--- src/riscvPkg.sv ---
// Shared encodings of the RV32IM control path, imported by every RTL block and the testbench.
package riscvPkg;

    // funct3 codes of the arithmetic and logic operations.
    localparam logic [2:0] f3AddSub = 3'b000;
    localparam logic [2:0] f3Sll    = 3'b001;
    localparam logic [2:0] f3Slt    = 3'b010;
    localparam logic [2:0] f3Sltu   = 3'b011;
    localparam logic [2:0] f3Xor    = 3'b100;
    localparam logic [2:0] f3SrlSra = 3'b101;
    localparam logic [2:0] f3Or     = 3'b110;
    localparam logic [2:0] f3And    = 3'b111;

    // funct3 codes of the conditional branches.
    localparam logic [2:0] f3Beq  = 3'b000;
    localparam logic [2:0] f3Bne  = 3'b001;
    localparam logic [2:0] f3Blt  = 3'b100;
    localparam logic [2:0] f3Bge  = 3'b101;
    localparam logic [2:0] f3Bltu = 3'b110;
    localparam logic [2:0] f3Bgeu = 3'b111;

    // funct3 codes of the load and store access widths.
    localparam logic [2:0] f3Byte  = 3'b000;
    localparam logic [2:0] f3Half  = 3'b001;
    localparam logic [2:0] f3Word  = 3'b010;
    localparam logic [2:0] f3ByteU = 3'b100;
    localparam logic [2:0] f3HalfU = 3'b101;

    typedef enum logic [6:0] {
        opLoad   = 7'b0000011,
        opStore  = 7'b0100011,
        opOpImm  = 7'b0010011,
        opOp     = 7'b0110011,
        opBranch = 7'b1100011,
        opJal    = 7'b1101111,
        opJalr   = 7'b1100111,
        opLui    = 7'b0110111,
        opAuipc  = 7'b0010111
    } opcodeT;

    typedef enum logic [3:0] {
        sFetch, sDecode, sMemAdr, sMemRead, sMemWb, sMemWrite, sExecuteR, sExecuteI,
        sAluWb, sBranch, sJal, sJalr, sLui, sAuipc, sMulExt
    } fsmStateT;

    typedef enum logic [1:0] {resAluOut, resMemData, resAluResult, resMulExt} resultSrcT;
    typedef enum logic [1:0] {srcAPc, srcAOldPc, srcARs1} srcAT;
    typedef enum logic [1:0] {srcBRs2, srcBImm, srcBFour} srcBT;
    typedef enum logic [2:0] {immI, immS, immB, immJ, immU} immSrcT;
    typedef enum logic [1:0] {aluOpAdd, aluOpBranch, aluOpFunct, aluOpLui} aluOpT;

    typedef enum logic [4:0] {
        aluAdd, aluSub, aluAnd, aluOr, aluXor, aluSll, aluSrl, aluSra, aluSlt, aluSltu,
        aluBeq, aluBne, aluBlt, aluBge, aluBltu, aluBgeu, aluPassB
    } aluCtrlT;

    typedef enum logic [2:0] {ldB, ldH, ldW, ldBu, ldHu, ldNone} loadOpT;
    typedef enum logic [1:0] {stB, stH, stW, stNone} storeOpT;
    // the operation order follows the low two funct3 bits.
    typedef enum logic [1:0] {mulMul, mulMulh, mulMulhsu, mulMulhu} mulOpT;
    typedef enum logic [1:0] {divDiv, divDivu, divRem, divRemu} divOpT;

endpackage

--- src/unitReqIf.sv ---
// Valid/ready levels between the main FSM and the memory, ALU and multiply/divide unit ports.
`timescale 1ns/10ps

interface unitReqIf;
    logic memValid;    // memory request from fetch, load or store.
    logic memReady;
    logic aluValid;    // multicycle ALU request.
    logic aluReady;
    logic mulExtValid; // multiply or divide request, split later by funct3.
    logic mulExtReady;

    modport fsm (
        output memValid, aluValid, mulExtValid,
        input  memReady, aluReady, mulExtReady
    );

    modport top (
        input  memValid, aluValid, mulExtValid,
        output memReady, aluReady, mulExtReady
    );

endinterface

--- src/mainFsm.sv ---
// Multicycle main FSM of the RV32IM core, instantiated by controlUnit to sequence each instruction.
`timescale 1ns/10ps

module mainFsm import riscvPkg::*; (
    input  logic      clk,
    input  logic      rst,
    input  opcodeT    op,
    input  logic      funct7b1,
    output logic      adrSrc,
    output logic      irWrite,
    output srcAT      aluSrcA,
    output srcBT      aluSrcB,
    output aluOpT     aluOp,
    output resultSrcT resultSrc,
    output immSrcT    immSrc,
    output logic      pcUpdate,
    output logic      branch,
    output logic      regWrite,
    output logic      aluOutWrite,
    output logic      memWrite,
    unitReqIf.fsm     req
);

    fsmStateT state;
    fsmStateT nextState;

    always_ff @(posedge clk) begin
        if (rst) begin
            state <= sFetch;
        end else begin
            state <= nextState;
        end
    end

    always_comb begin
        nextState = state; // a waiting state holds until its ready level.
        case (state)
            sFetch:
                if (req.memReady)
                    nextState = sDecode;
            sDecode: begin
                case (op)
                    opLoad, opStore: nextState = sMemAdr;
                    opOp:            nextState = funct7b1 ? sMulExt : sExecuteR;
                    opOpImm:         nextState = sExecuteI;
                    opBranch:        nextState = sBranch;
                    opJal:           nextState = sJal;
                    opJalr:          nextState = sJalr;
                    opLui:           nextState = sLui;
                    opAuipc:         nextState = sAuipc;
                    default:         nextState = sFetch;
                endcase
            end
            sMemAdr:
                if (req.aluReady)
                    nextState = (op == opStore) ? sMemWrite : sMemRead;
            sMemRead:
                if (req.memReady)
                    nextState = sMemWb;
            sMemWrite, sBranch:
                if ((state == sMemWrite) ? req.memReady : req.aluReady)
                    nextState = sFetch;
            sExecuteR, sExecuteI:
                if (req.aluReady)
                    nextState = sAluWb;
            sMulExt:
                if (req.mulExtReady)
                    nextState = sAluWb;
            sJal, sJalr, sLui, sAuipc: nextState = sAluWb;
            default:                   nextState = sFetch; // covers sMemWb and sAluWb.
        endcase
    end

    always_comb begin
        adrSrc          = 1'b0;
        irWrite         = 1'b0;
        aluSrcA         = srcARs1;
        aluSrcB         = srcBRs2;
        aluOp           = aluOpAdd;
        resultSrc       = resAluOut;
        pcUpdate        = 1'b0;
        branch          = 1'b0;
        regWrite        = 1'b0;
        aluOutWrite     = 1'b0;
        memWrite        = 1'b0;
        req.memValid    = 1'b0;
        req.aluValid    = 1'b0;
        req.mulExtValid = 1'b0;
        case (state)
            sFetch: begin
                req.memValid = 1'b1;
                aluSrcA      = srcAPc;
                aluSrcB      = srcBFour;
                irWrite      = req.memReady; // instruction and pc + 4 land on the same edge.
                pcUpdate     = req.memReady;
            end
            sDecode: begin
                aluSrcA     = srcAOldPc; // branch and jump target goes into aluOut.
                aluSrcB     = srcBImm;
                aluOutWrite = 1'b1;
            end
            sMemAdr: begin
                req.aluValid = 1'b1;
                aluSrcB      = srcBImm;
                aluOutWrite  = 1'b1;
            end
            sMemRead: begin
                req.memValid = 1'b1;
                adrSrc       = 1'b1;
            end
            sMemWb: begin
                regWrite  = 1'b1;
                resultSrc = resMemData;
            end
            sMemWrite: begin
                req.memValid = 1'b1;
                memWrite     = 1'b1;
                adrSrc       = 1'b1;
            end
            sExecuteR, sExecuteI: begin
                req.aluValid = 1'b1;
                aluSrcB      = (state == sExecuteI) ? srcBImm : srcBRs2;
                aluOp        = aluOpFunct;
                aluOutWrite  = 1'b1;
            end
            sMulExt: req.mulExtValid = 1'b1;
            sAluWb: begin
                regWrite  = 1'b1;
                resultSrc = (op == opOp && funct7b1) ? resMulExt : resAluOut;
            end
            sBranch: begin
                req.aluValid = 1'b1;
                aluOp        = aluOpBranch;
                branch       = req.aluReady; // zero is only settled on the completing edge.
            end
            sJal: begin
                aluSrcA     = srcAOldPc;
                aluSrcB     = srcBFour;
                pcUpdate    = 1'b1; // pc takes the target held in aluOut.
                aluOutWrite = 1'b1;
            end
            sJalr: begin
                aluSrcB   = srcBImm;
                resultSrc = resAluResult;
                pcUpdate  = 1'b1;
            end
            sLui, sAuipc: begin
                aluSrcA     = (state == sAuipc) ? srcAOldPc : srcARs1;
                aluSrcB     = srcBImm;
                aluOp       = (state == sLui) ? aluOpLui : aluOpAdd;
                aluOutWrite = 1'b1;
            end
            default: ;
        endcase
    end

    always_comb begin
        case (op)
            opStore:        immSrc = immS;
            opBranch:       immSrc = immB;
            opJal:          immSrc = immJ;
            opLui, opAuipc: immSrc = immU;
            default:        immSrc = immI; // loads, jalr and immediate arithmetic.
        endcase
    end

endmodule

--- src/aluDecoder.sv ---
// ALU operation decoder of controlUnit, combining the FSM's aluOp class with the funct fields.
`timescale 1ns/10ps

module aluDecoder import riscvPkg::*; (
    input  logic       immB10,
    input  logic       opB5,
    input  logic [2:0] funct3,
    input  logic       funct7b5,
    input  aluOpT      aluOp,
    output aluCtrlT    aluControl
);

    always_comb begin
        aluControl = aluAdd; // pc and address arithmetic.
        case (aluOp)
            aluOpLui: aluControl = aluPassB;
            aluOpBranch: begin
                case (funct3)
                    f3Beq:   aluControl = aluBeq;
                    f3Bne:   aluControl = aluBne;
                    f3Blt:   aluControl = aluBlt;
                    f3Bge:   aluControl = aluBge;
                    f3Bltu:  aluControl = aluBltu;
                    f3Bgeu:  aluControl = aluBgeu;
                    default: aluControl = aluAdd;
                endcase
            end
            aluOpFunct: begin
                case (funct3)
                    // immediate arithmetic has no subtract, so op bit 5 gates funct7b5.
                    f3AddSub: aluControl = (opB5 && funct7b5) ? aluSub : aluAdd;
                    f3Sll:    aluControl = aluSll;
                    f3Slt:    aluControl = aluSlt;
                    f3Sltu:   aluControl = aluSltu;
                    f3Xor:    aluControl = aluXor;
                    f3SrlSra: aluControl = immB10 ? aluSra : aluSrl;
                    f3Or:     aluControl = aluOr;
                    default:  aluControl = aluAnd;
                endcase
            end
            default: ;
        endcase
    end

endmodule

--- src/memOpDecoder.sv ---
// Load and store width decoder of controlUnit, both driven from the same funct3 field.
`timescale 1ns/10ps

module memOpDecoder import riscvPkg::*; (
    input  logic [2:0] funct3,
    output loadOpT     loadOp,
    output storeOpT    storeOp
);

    always_comb begin
        case (funct3)
            f3Byte:  loadOp = ldB;
            f3Half:  loadOp = ldH;
            f3Word:  loadOp = ldW;
            f3ByteU: loadOp = ldBu; // zero-extended byte.
            f3HalfU: loadOp = ldHu;
            default: loadOp = ldNone;
        endcase
    end

    always_comb begin
        case (funct3)
            f3Byte:  storeOp = stB;
            f3Half:  storeOp = stH;
            f3Word:  storeOp = stW;
            default: storeOp = stNone; // stores have no unsigned forms.
        endcase
    end

endmodule

--- src/mulExtDecoder.sv ---
// Multiply/divide decoder of controlUnit, splitting the FSM's request between the two units.
`timescale 1ns/10ps

module mulExtDecoder import riscvPkg::*; (
    input  logic [2:0] funct3,
    input  logic       mulExtValid,
    output mulOpT      mulOp,
    output divOpT      divOp,
    output logic       mulValid,
    output logic       divValid
);

    assign mulValid = mulExtValid && !funct3[2]; // funct3 100 to 111 are divides.
    assign divValid = mulExtValid && funct3[2];

    always_comb begin
        case (funct3[1:0])
            2'b00:   mulOp = mulMul;
            2'b01:   mulOp = mulMulh;
            2'b10:   mulOp = mulMulhsu;
            default: mulOp = mulMulhu;
        endcase
    end

    always_comb begin
        case (funct3[1:0])
            2'b00:   divOp = divDiv;
            2'b01:   divOp = divDivu;
            2'b10:   divOp = divRem;
            default: divOp = divRemu;
        endcase
    end

endmodule

--- src/controlUnit.sv ---
// Top level of the RV32IM multicycle control path, driven by the instruction register fields.
`timescale 1ns/10ps

module controlUnit import riscvPkg::*; (
    input  logic       clk,
    input  logic       rst,
    input  opcodeT     op,
    input  logic [2:0] funct3,
    input  logic       funct7b5,
    input  logic       funct7b1,
    input  logic       immB10,
    input  logic       zero,
    output resultSrcT  resultSrc,
    output aluCtrlT    aluControl,
    output srcAT       aluSrcA,
    output srcBT       aluSrcB,
    output immSrcT     immSrc,
    output storeOpT    storeOp,
    output loadOpT     loadOp,
    output mulOpT      mulOp,
    output divOpT      divOp,
    output logic       regWrite,
    output logic       pcWrite,
    output logic       adrSrc,
    output logic       memWrite,
    output logic       irWrite,
    output logic       aluOutWrite,
    output logic       memValid,
    input  logic       memReady,
    output logic       aluValid,
    input  logic       aluReady,
    output logic       mulValid,
    input  logic       mulReady,
    output logic       divValid,
    input  logic       divReady
);

    aluOpT aluOp;
    logic  pcUpdate;
    logic  branch;

    unitReqIf req ();

    assign req.memReady    = memReady;
    assign req.aluReady    = aluReady;
    assign req.mulExtReady = mulReady || divReady; // only the addressed unit answers.
    assign memValid        = req.memValid;
    assign aluValid        = req.aluValid;

    assign pcWrite = (branch && !zero) || pcUpdate; // a branch is taken when the compare is false.

    mainFsm mainFsm_i (
        .clk         (clk),
        .rst         (rst),
        .op          (op),
        .funct7b1    (funct7b1),
        .adrSrc      (adrSrc),
        .irWrite     (irWrite),
        .aluSrcA     (aluSrcA),
        .aluSrcB     (aluSrcB),
        .aluOp       (aluOp),
        .resultSrc   (resultSrc),
        .immSrc      (immSrc),
        .pcUpdate    (pcUpdate),
        .branch      (branch),
        .regWrite    (regWrite),
        .aluOutWrite (aluOutWrite),
        .memWrite    (memWrite),
        .req         (req.fsm)
    );

    aluDecoder aluDecoder_i (
        .immB10     (immB10),
        .opB5       (op[5]),
        .funct3     (funct3),
        .funct7b5   (funct7b5),
        .aluOp      (aluOp),
        .aluControl (aluControl)
    );

    memOpDecoder memOpDecoder_i (
        .funct3  (funct3),
        .loadOp  (loadOp),
        .storeOp (storeOp)
    );

    mulExtDecoder mulExtDecoder_i (
        .funct3      (funct3),
        .mulExtValid (req.mulExtValid),
        .mulOp       (mulOp),
        .divOp       (divOp),
        .mulValid    (mulValid),
        .divValid    (divValid)
    );

endmodule

--- config.mk ---
export PLATFORM = sky130hd
export DESIGN_NAME = controlUnit
export DESIGN_NICKNAME = d
export VERILOG_FILES = /design/src/riscvPkg.sv /design/src/unitReqIf.sv /design/src/mainFsm.sv /design/src/aluDecoder.sv /design/src/memOpDecoder.sv /design/src/mulExtDecoder.sv /design/src/controlUnit.sv
export SDC_FILE = /design/constraint.sdc
export NUM_CORES = 1
export LEC_CHECK = 0
export BUFFER_PORTS_ARGS = -buffer_cell sky130_fd_sc_hd__buf_2
export CORE_MARGIN = 1.5
export CORE_UTILIZATION = 42
export CTS_BUF_LIST = sky130_fd_sc_hd__clkbuf_4
export DETAILED_ROUTE_END_ITERATION = 12
export PLACE_DENSITY_LB_ADDON = 0.2
export SKIP_LAST_GASP = 1
export SYNTH_ARGS = -nofsm -noshare
export SYNTH_HDL_FRONTEND = slang
export SYNTH_SLANG_ARGS = --single-unit
--- constraint.sdc ---
create_clock -name clk -period 1.6 [get_ports clk]
set_input_delay 0.32 -clock clk [delete_from_list [all_inputs] [get_ports clk]]
set_output_delay 0.32 -clock clk [all_outputs]
set_load 0.02 [all_outputs]
==> results of run 1 <==
==> stage by stage <==
step / hold WS, ns / utilization
2_1_floorplan: 0.3993 / -
3_3_place_gp: 0.5775 / 0.7336
3_5_place_dp: 0.5844 / 0.7336
4_1_cts: 0.3299 / 0.9621
==> logic make-up after synthesis <==
kind of cell,count (synthesis),synth area share
xor gates and xnor gates,3,0.02652
DFF,4,0.08081
muxes,2,0.02273
and+or+nand+nor,79,0.4546
AOI/OAI and AO/OA,47,0.3094
buffers and inverters,22,0.1061
==> timing repair <==
item | in CTS
resized for setup | 86
cloned | 1
buffers inserted | 21
endpoints found under the setup margin | 26
pin swaps | 18
==> synth_stat cells, types with 2 or more instances <==
master	count	area share
nor2_1	17	0.064
nand2_1	15	0.057
nor2b_1	5	0.032
xnor2_1	2	0.018
nand2b_1	5	0.032
nor3_1	7	0.035
or2_1	2	0.013
o21ai_1	2	0.010
o21ai_0	8	0.040
a21oi_1	18	0.091
inv_1	6	0.023
nand4b_1	3	0.027
nand3_1	6	0.030
and3_1	2	0.013
clkbuf_1	7	0.027
dfxtp_1	4	0.081
nor3b_1	3	0.023
o22a_1	2	0.018
buf_4	2	0.015
or3b_1	2	0.018
mux2_2	2	0.023
buf_2	6	0.030
o22ai_1	4	0.025
a31oi_1	2	0.013
==> results.toml, run 1 <==
[synthesis]
netlist_area_um2 = 991.0
avgSynthCellArea_um2 = 6.312
ys_warn_count = 0
synth_edf_count = 0
synthFlopType = "dfxtp_1"
synthCells = 157
synth_seq_area_share = 0.08081
synth_seq_cells = 4
synthArstFlopShare = 0
yosysUniqueCellTypes = 49
syn-num-nets = 177

[floorplanning]
initial_utilization = 0.4480
ios = 53
die_w_um = 51.58
die_h_um = 51.58
rows = 17

[placed_design]
port_buffers = 52
pre_cts_ws_ns = -0.3266
dp.cells = 266
place.gp.congestion = 0.8311
dpl.hpwl_um = 2887
placed_cell_area_mm2 = 0.001623

[status]
status = "stopped before the end"
haltStage = "5_1_grt"
tool.error = "[ERROR DPL-0038] Utilization greater than 100%, impossible to legalize"

[sta]
grt_worst_setup_endpoint = "resultSrc[0]"
worst-ep-kind = "primary output"

[clocking]
cts_sinks = 4
clockBufferDepth = 2
htree_num_levels = 1
cts_hold_buf = 0
cts.root.buffer_cell = "clkbuf_4"
cts_made_buffers = 3

[grt]
grt_max_degree = 10
==> run 2, diff against run 1 <==
--- a/config.mk
+++ b/config.mk
@@ -6,11 +6,10 @@
 export NUM_CORES = 1
 export LEC_CHECK = 0
 export BUFFER_PORTS_ARGS = -buffer_cell sky130_fd_sc_hd__buf_2
-export CORE_MARGIN = 1.5
-export CORE_UTILIZATION = 42
-export CTS_BUF_LIST = sky130_fd_sc_hd__clkbuf_4
+export CORE_AREA = 2 2 63 65
 export DETAILED_ROUTE_END_ITERATION = 12
-export PLACE_DENSITY_LB_ADDON = 0.2
+export DIE_AREA = 0 0 65 67
+export PLACE_DENSITY_LB_ADDON = 0.15
 export SKIP_LAST_GASP = 1
 export SYNTH_ARGS = -nofsm -noshare
 export SYNTH_HDL_FRONTEND = slang
==> constraint.sdc (replaced) <==
create_clock -name clk -period 2.1 [get_ports clk]
set_input_delay 0.42 -clock clk [delete_from_list [all_inputs] [get_ports clk]]
set_output_delay 0.42 -clock clk [all_outputs]
set_load 0.02 [all_outputs]
==> run 2 against run 1 <==
- the run now ends clean
- synthesized area unchanged
- synthesized cell count unchanged
==> results.toml, run 2 <==
[synthesis]
avgSynthCellArea_um2 = 6.312
synth_seq_cells = 4
synthCells = 157
synth_edf_count = 0
netlist_area_um2 = 991.0
synthTopCellsByArea = "a21oi_1 9.1%, dfxtp_1 8.1%, nor2_1 6.4%, nand2_1 5.7%, o21ai_0 4.0%"
synthTopCellsByCount = "18 x a21oi_1, 17 x nor2_1, 15 x nand2_1"
syn-num-nets = 177
yosysUniqueCellTypes = 49
synth_most_common_cell = "a21oi_1"
synthArstFlopShare = 0
synthFlopType = "dfxtp_1"
ys_warn_count = 0
synth_seq_area_share = 0.08081
yosys.area.top_type = "a21oi_1"
synth_top_cell_area_share = 0.09091

[finish]
seq_area_um2 = 83.83
final_common_cell = "buf_2"
final_nets = 233
diodes = 0
largest_reg_flops = 4
multi_input_area_um2 = 830.8
stdcell_area_mm2 = 0.001416
final_cell_mix = "50 x buf_2, 17 x nor2_1, 17 x a21oi_1, 17 x buf_4, 15 x nand2_1"
fillers = 385
drive_gt1_frac = 0.4123
area_growth_pct = 42.93
reg.largest.list = "mainFsm_i.state (4)"
regMostFlops = "mainFsm_i.state"

[routing]
wl_um = 3218
num_vias = 1297
drc = 0
dr.pass1.iters = 4
drt-wirelength-per-cell_um = 12.42
postRouteAntennaNets = 0
avgViaCountPerCell = 5.008
dr.first_iter.drc_count = 36

[placed_design]
place.gp.congestion = 0.8122
placed_cell_area_mm2 = 0.001345
dpl.hpwl_um = 2597
pre_cts_ws_ns = -0.1391
port_buffers = 52

[clocking]
clk_latency_ns = 0.21
cts_sinks = 4
cts.root.buffer_cell = "clkbuf_8"
clk_pin_slew_ns = 0.03
cts_tree = "yes"
post-cts-setup-buffers = 0
clockBufferDepth = 2
cts_hold_buf = 0
cts_made_buffers = 3
htree_num_levels = 1

[floorplanning]
ios = 53
coreArea_mm2 = 0.003606
die_w_um = 65
initial_utilization = 0.2748
die_h_um = 67
die_area_mm2 = 0.004355
rows = 22

[sta]
max_slew.worst_pin.slew_ns = 0.3074
final.min_clock_period_ns = 2.095
finalSetupTns_ns = 0
hold_violations = 0
finalCritPeriodShare = 0.9975
rsz0062_at_grt = "true"
drv_slew = 0
fmax_ghz = 0.4774
slew_headroom = 0.7943
clock_skew_ns = 0.0004752
setup_viol = 0
setup_ws_ns = 0.005206

[worst_hold_path]
hold_start = "rst"
hold_depth = 2
hold_class = "input pin to flip-flop"
hold_path_end = "mainFsm_i.state[2]"

[setup_path]
required_ns = 1.68
slowest_delay_ns = 0.42
slowest_stage = "or4_4"
crit_buf_inv = 2
crit_path_max_fanout = 2
r2r-end = "mainFsm_i.state[0]"
critPathCaptureType = "output pin"
cp_top_family = "simple AND/OR/NAND/NOR gates"
cp.arrival_ns = 1.67
r2r-start = "mainFsm_i.state[0]"
ff2ff_path_depth = 6
critPathLaunchType = "input pin"
rrSetupSlack_ns = 0.27
critPathKind = "input pin to output pin"
path_cells = "buf_2, nand2b_4, or3_4, or4_4, a21oi_2, buf_4"

[grt]
grt_pass1_wl_um = 5471
antenna_found_initial = 0
grt_overflow = 0
grt_pass1_vias = 1197
grt.total_usage = 0.1540
grt_max_degree = 16

[run]
maxCapViolCount = 0

[pwr]
power.leakage_uw = 0.0006522
powerDensity_mw_per_mm2 = 525.8
irDropWorstVdd_mv = 0.4110
finalPower_uw = 744.7

[status]
status = "finished clean"
## run 2: worst max path at each step
stage	endpoint	cells after the start	slack [ns]	from
after detailed placement	resultSrc[0]	6	-0.14	op[6]
after global placement	resultSrc[0]	6	-0.12	op[6]
after global routing	resultSrc[0]	6	-0.03	op[6]
final	resultSrc[0]	6	0.005	op[6]
after floorplan	resultSrc[0]	4	0.009	op[1]
after CTS	resultSrc[0]	4	-0.03	mainFsm_i.state[2]
## run 2: metrics by stage
step / instances / hold slack [ns] / util
after floorplan: 157 / 0.4993 / -
after global placement: 256 / 0.6767 / 0.3730
after detailed placement: 256 / 0.6795 / 0.3730
after CTS: 259 / 0.4535 / 0.3893
after global routing: 259 / 0.4558 / 0.3928
final: 259 / 0.4498 / 0.3928
## run 2: timing repair
item / 4_1_cts / 5_1_grt
gates resized for setup: 5 / 4
setup endpoints to repair: 3 / 10
pin swaps: 4 / 1
## run 2: kinds of logic (layout without fill, tap and decap cells)
kind of cell,after synthesis,count (layout),synth area share
compound gates,47,47,0.3094
simple gates,79,79,0.4546
buf+inv,22,76,0.1061
flops,4,4,0.08081
xor+xnor,3,3,0.02652
mux,2,2,0.02273
## run 2: area by class of cell
type / instances / share of cell area
Tap cell: 48 / 0.04240
Sequential cell: 4 / 0.05919
Clock buffer: 3 / 0.02915
Timing Repair Buffer: 67 / 0.2668
Inverter: 6 / 0.01590
Multi-Input combinational cell: 131 / 0.5866
## run 2: report_power, final
part           total (µW)  switching (µW)  internal, µW
clock network         157            35.0           122
registers             111            24.4          86.3
logic                 477             277           201
total                 745             336           409
## run 2: metal layers
| layer | vias up | GRT usage | wire length (µm) |
|---|---|---|---|
| met5 | - | 0 | 0 |
| met4 | 0 | 0.03191 | 11 |
| met3 | 2 | 0.01858 | 148 |
| met2 | 36 | 0.2590 | 1489 |
| met1 | 587 | 0.2098 | 1568 |
| li1 | 672 | - | - |
(Power assumes the default switching activity.)
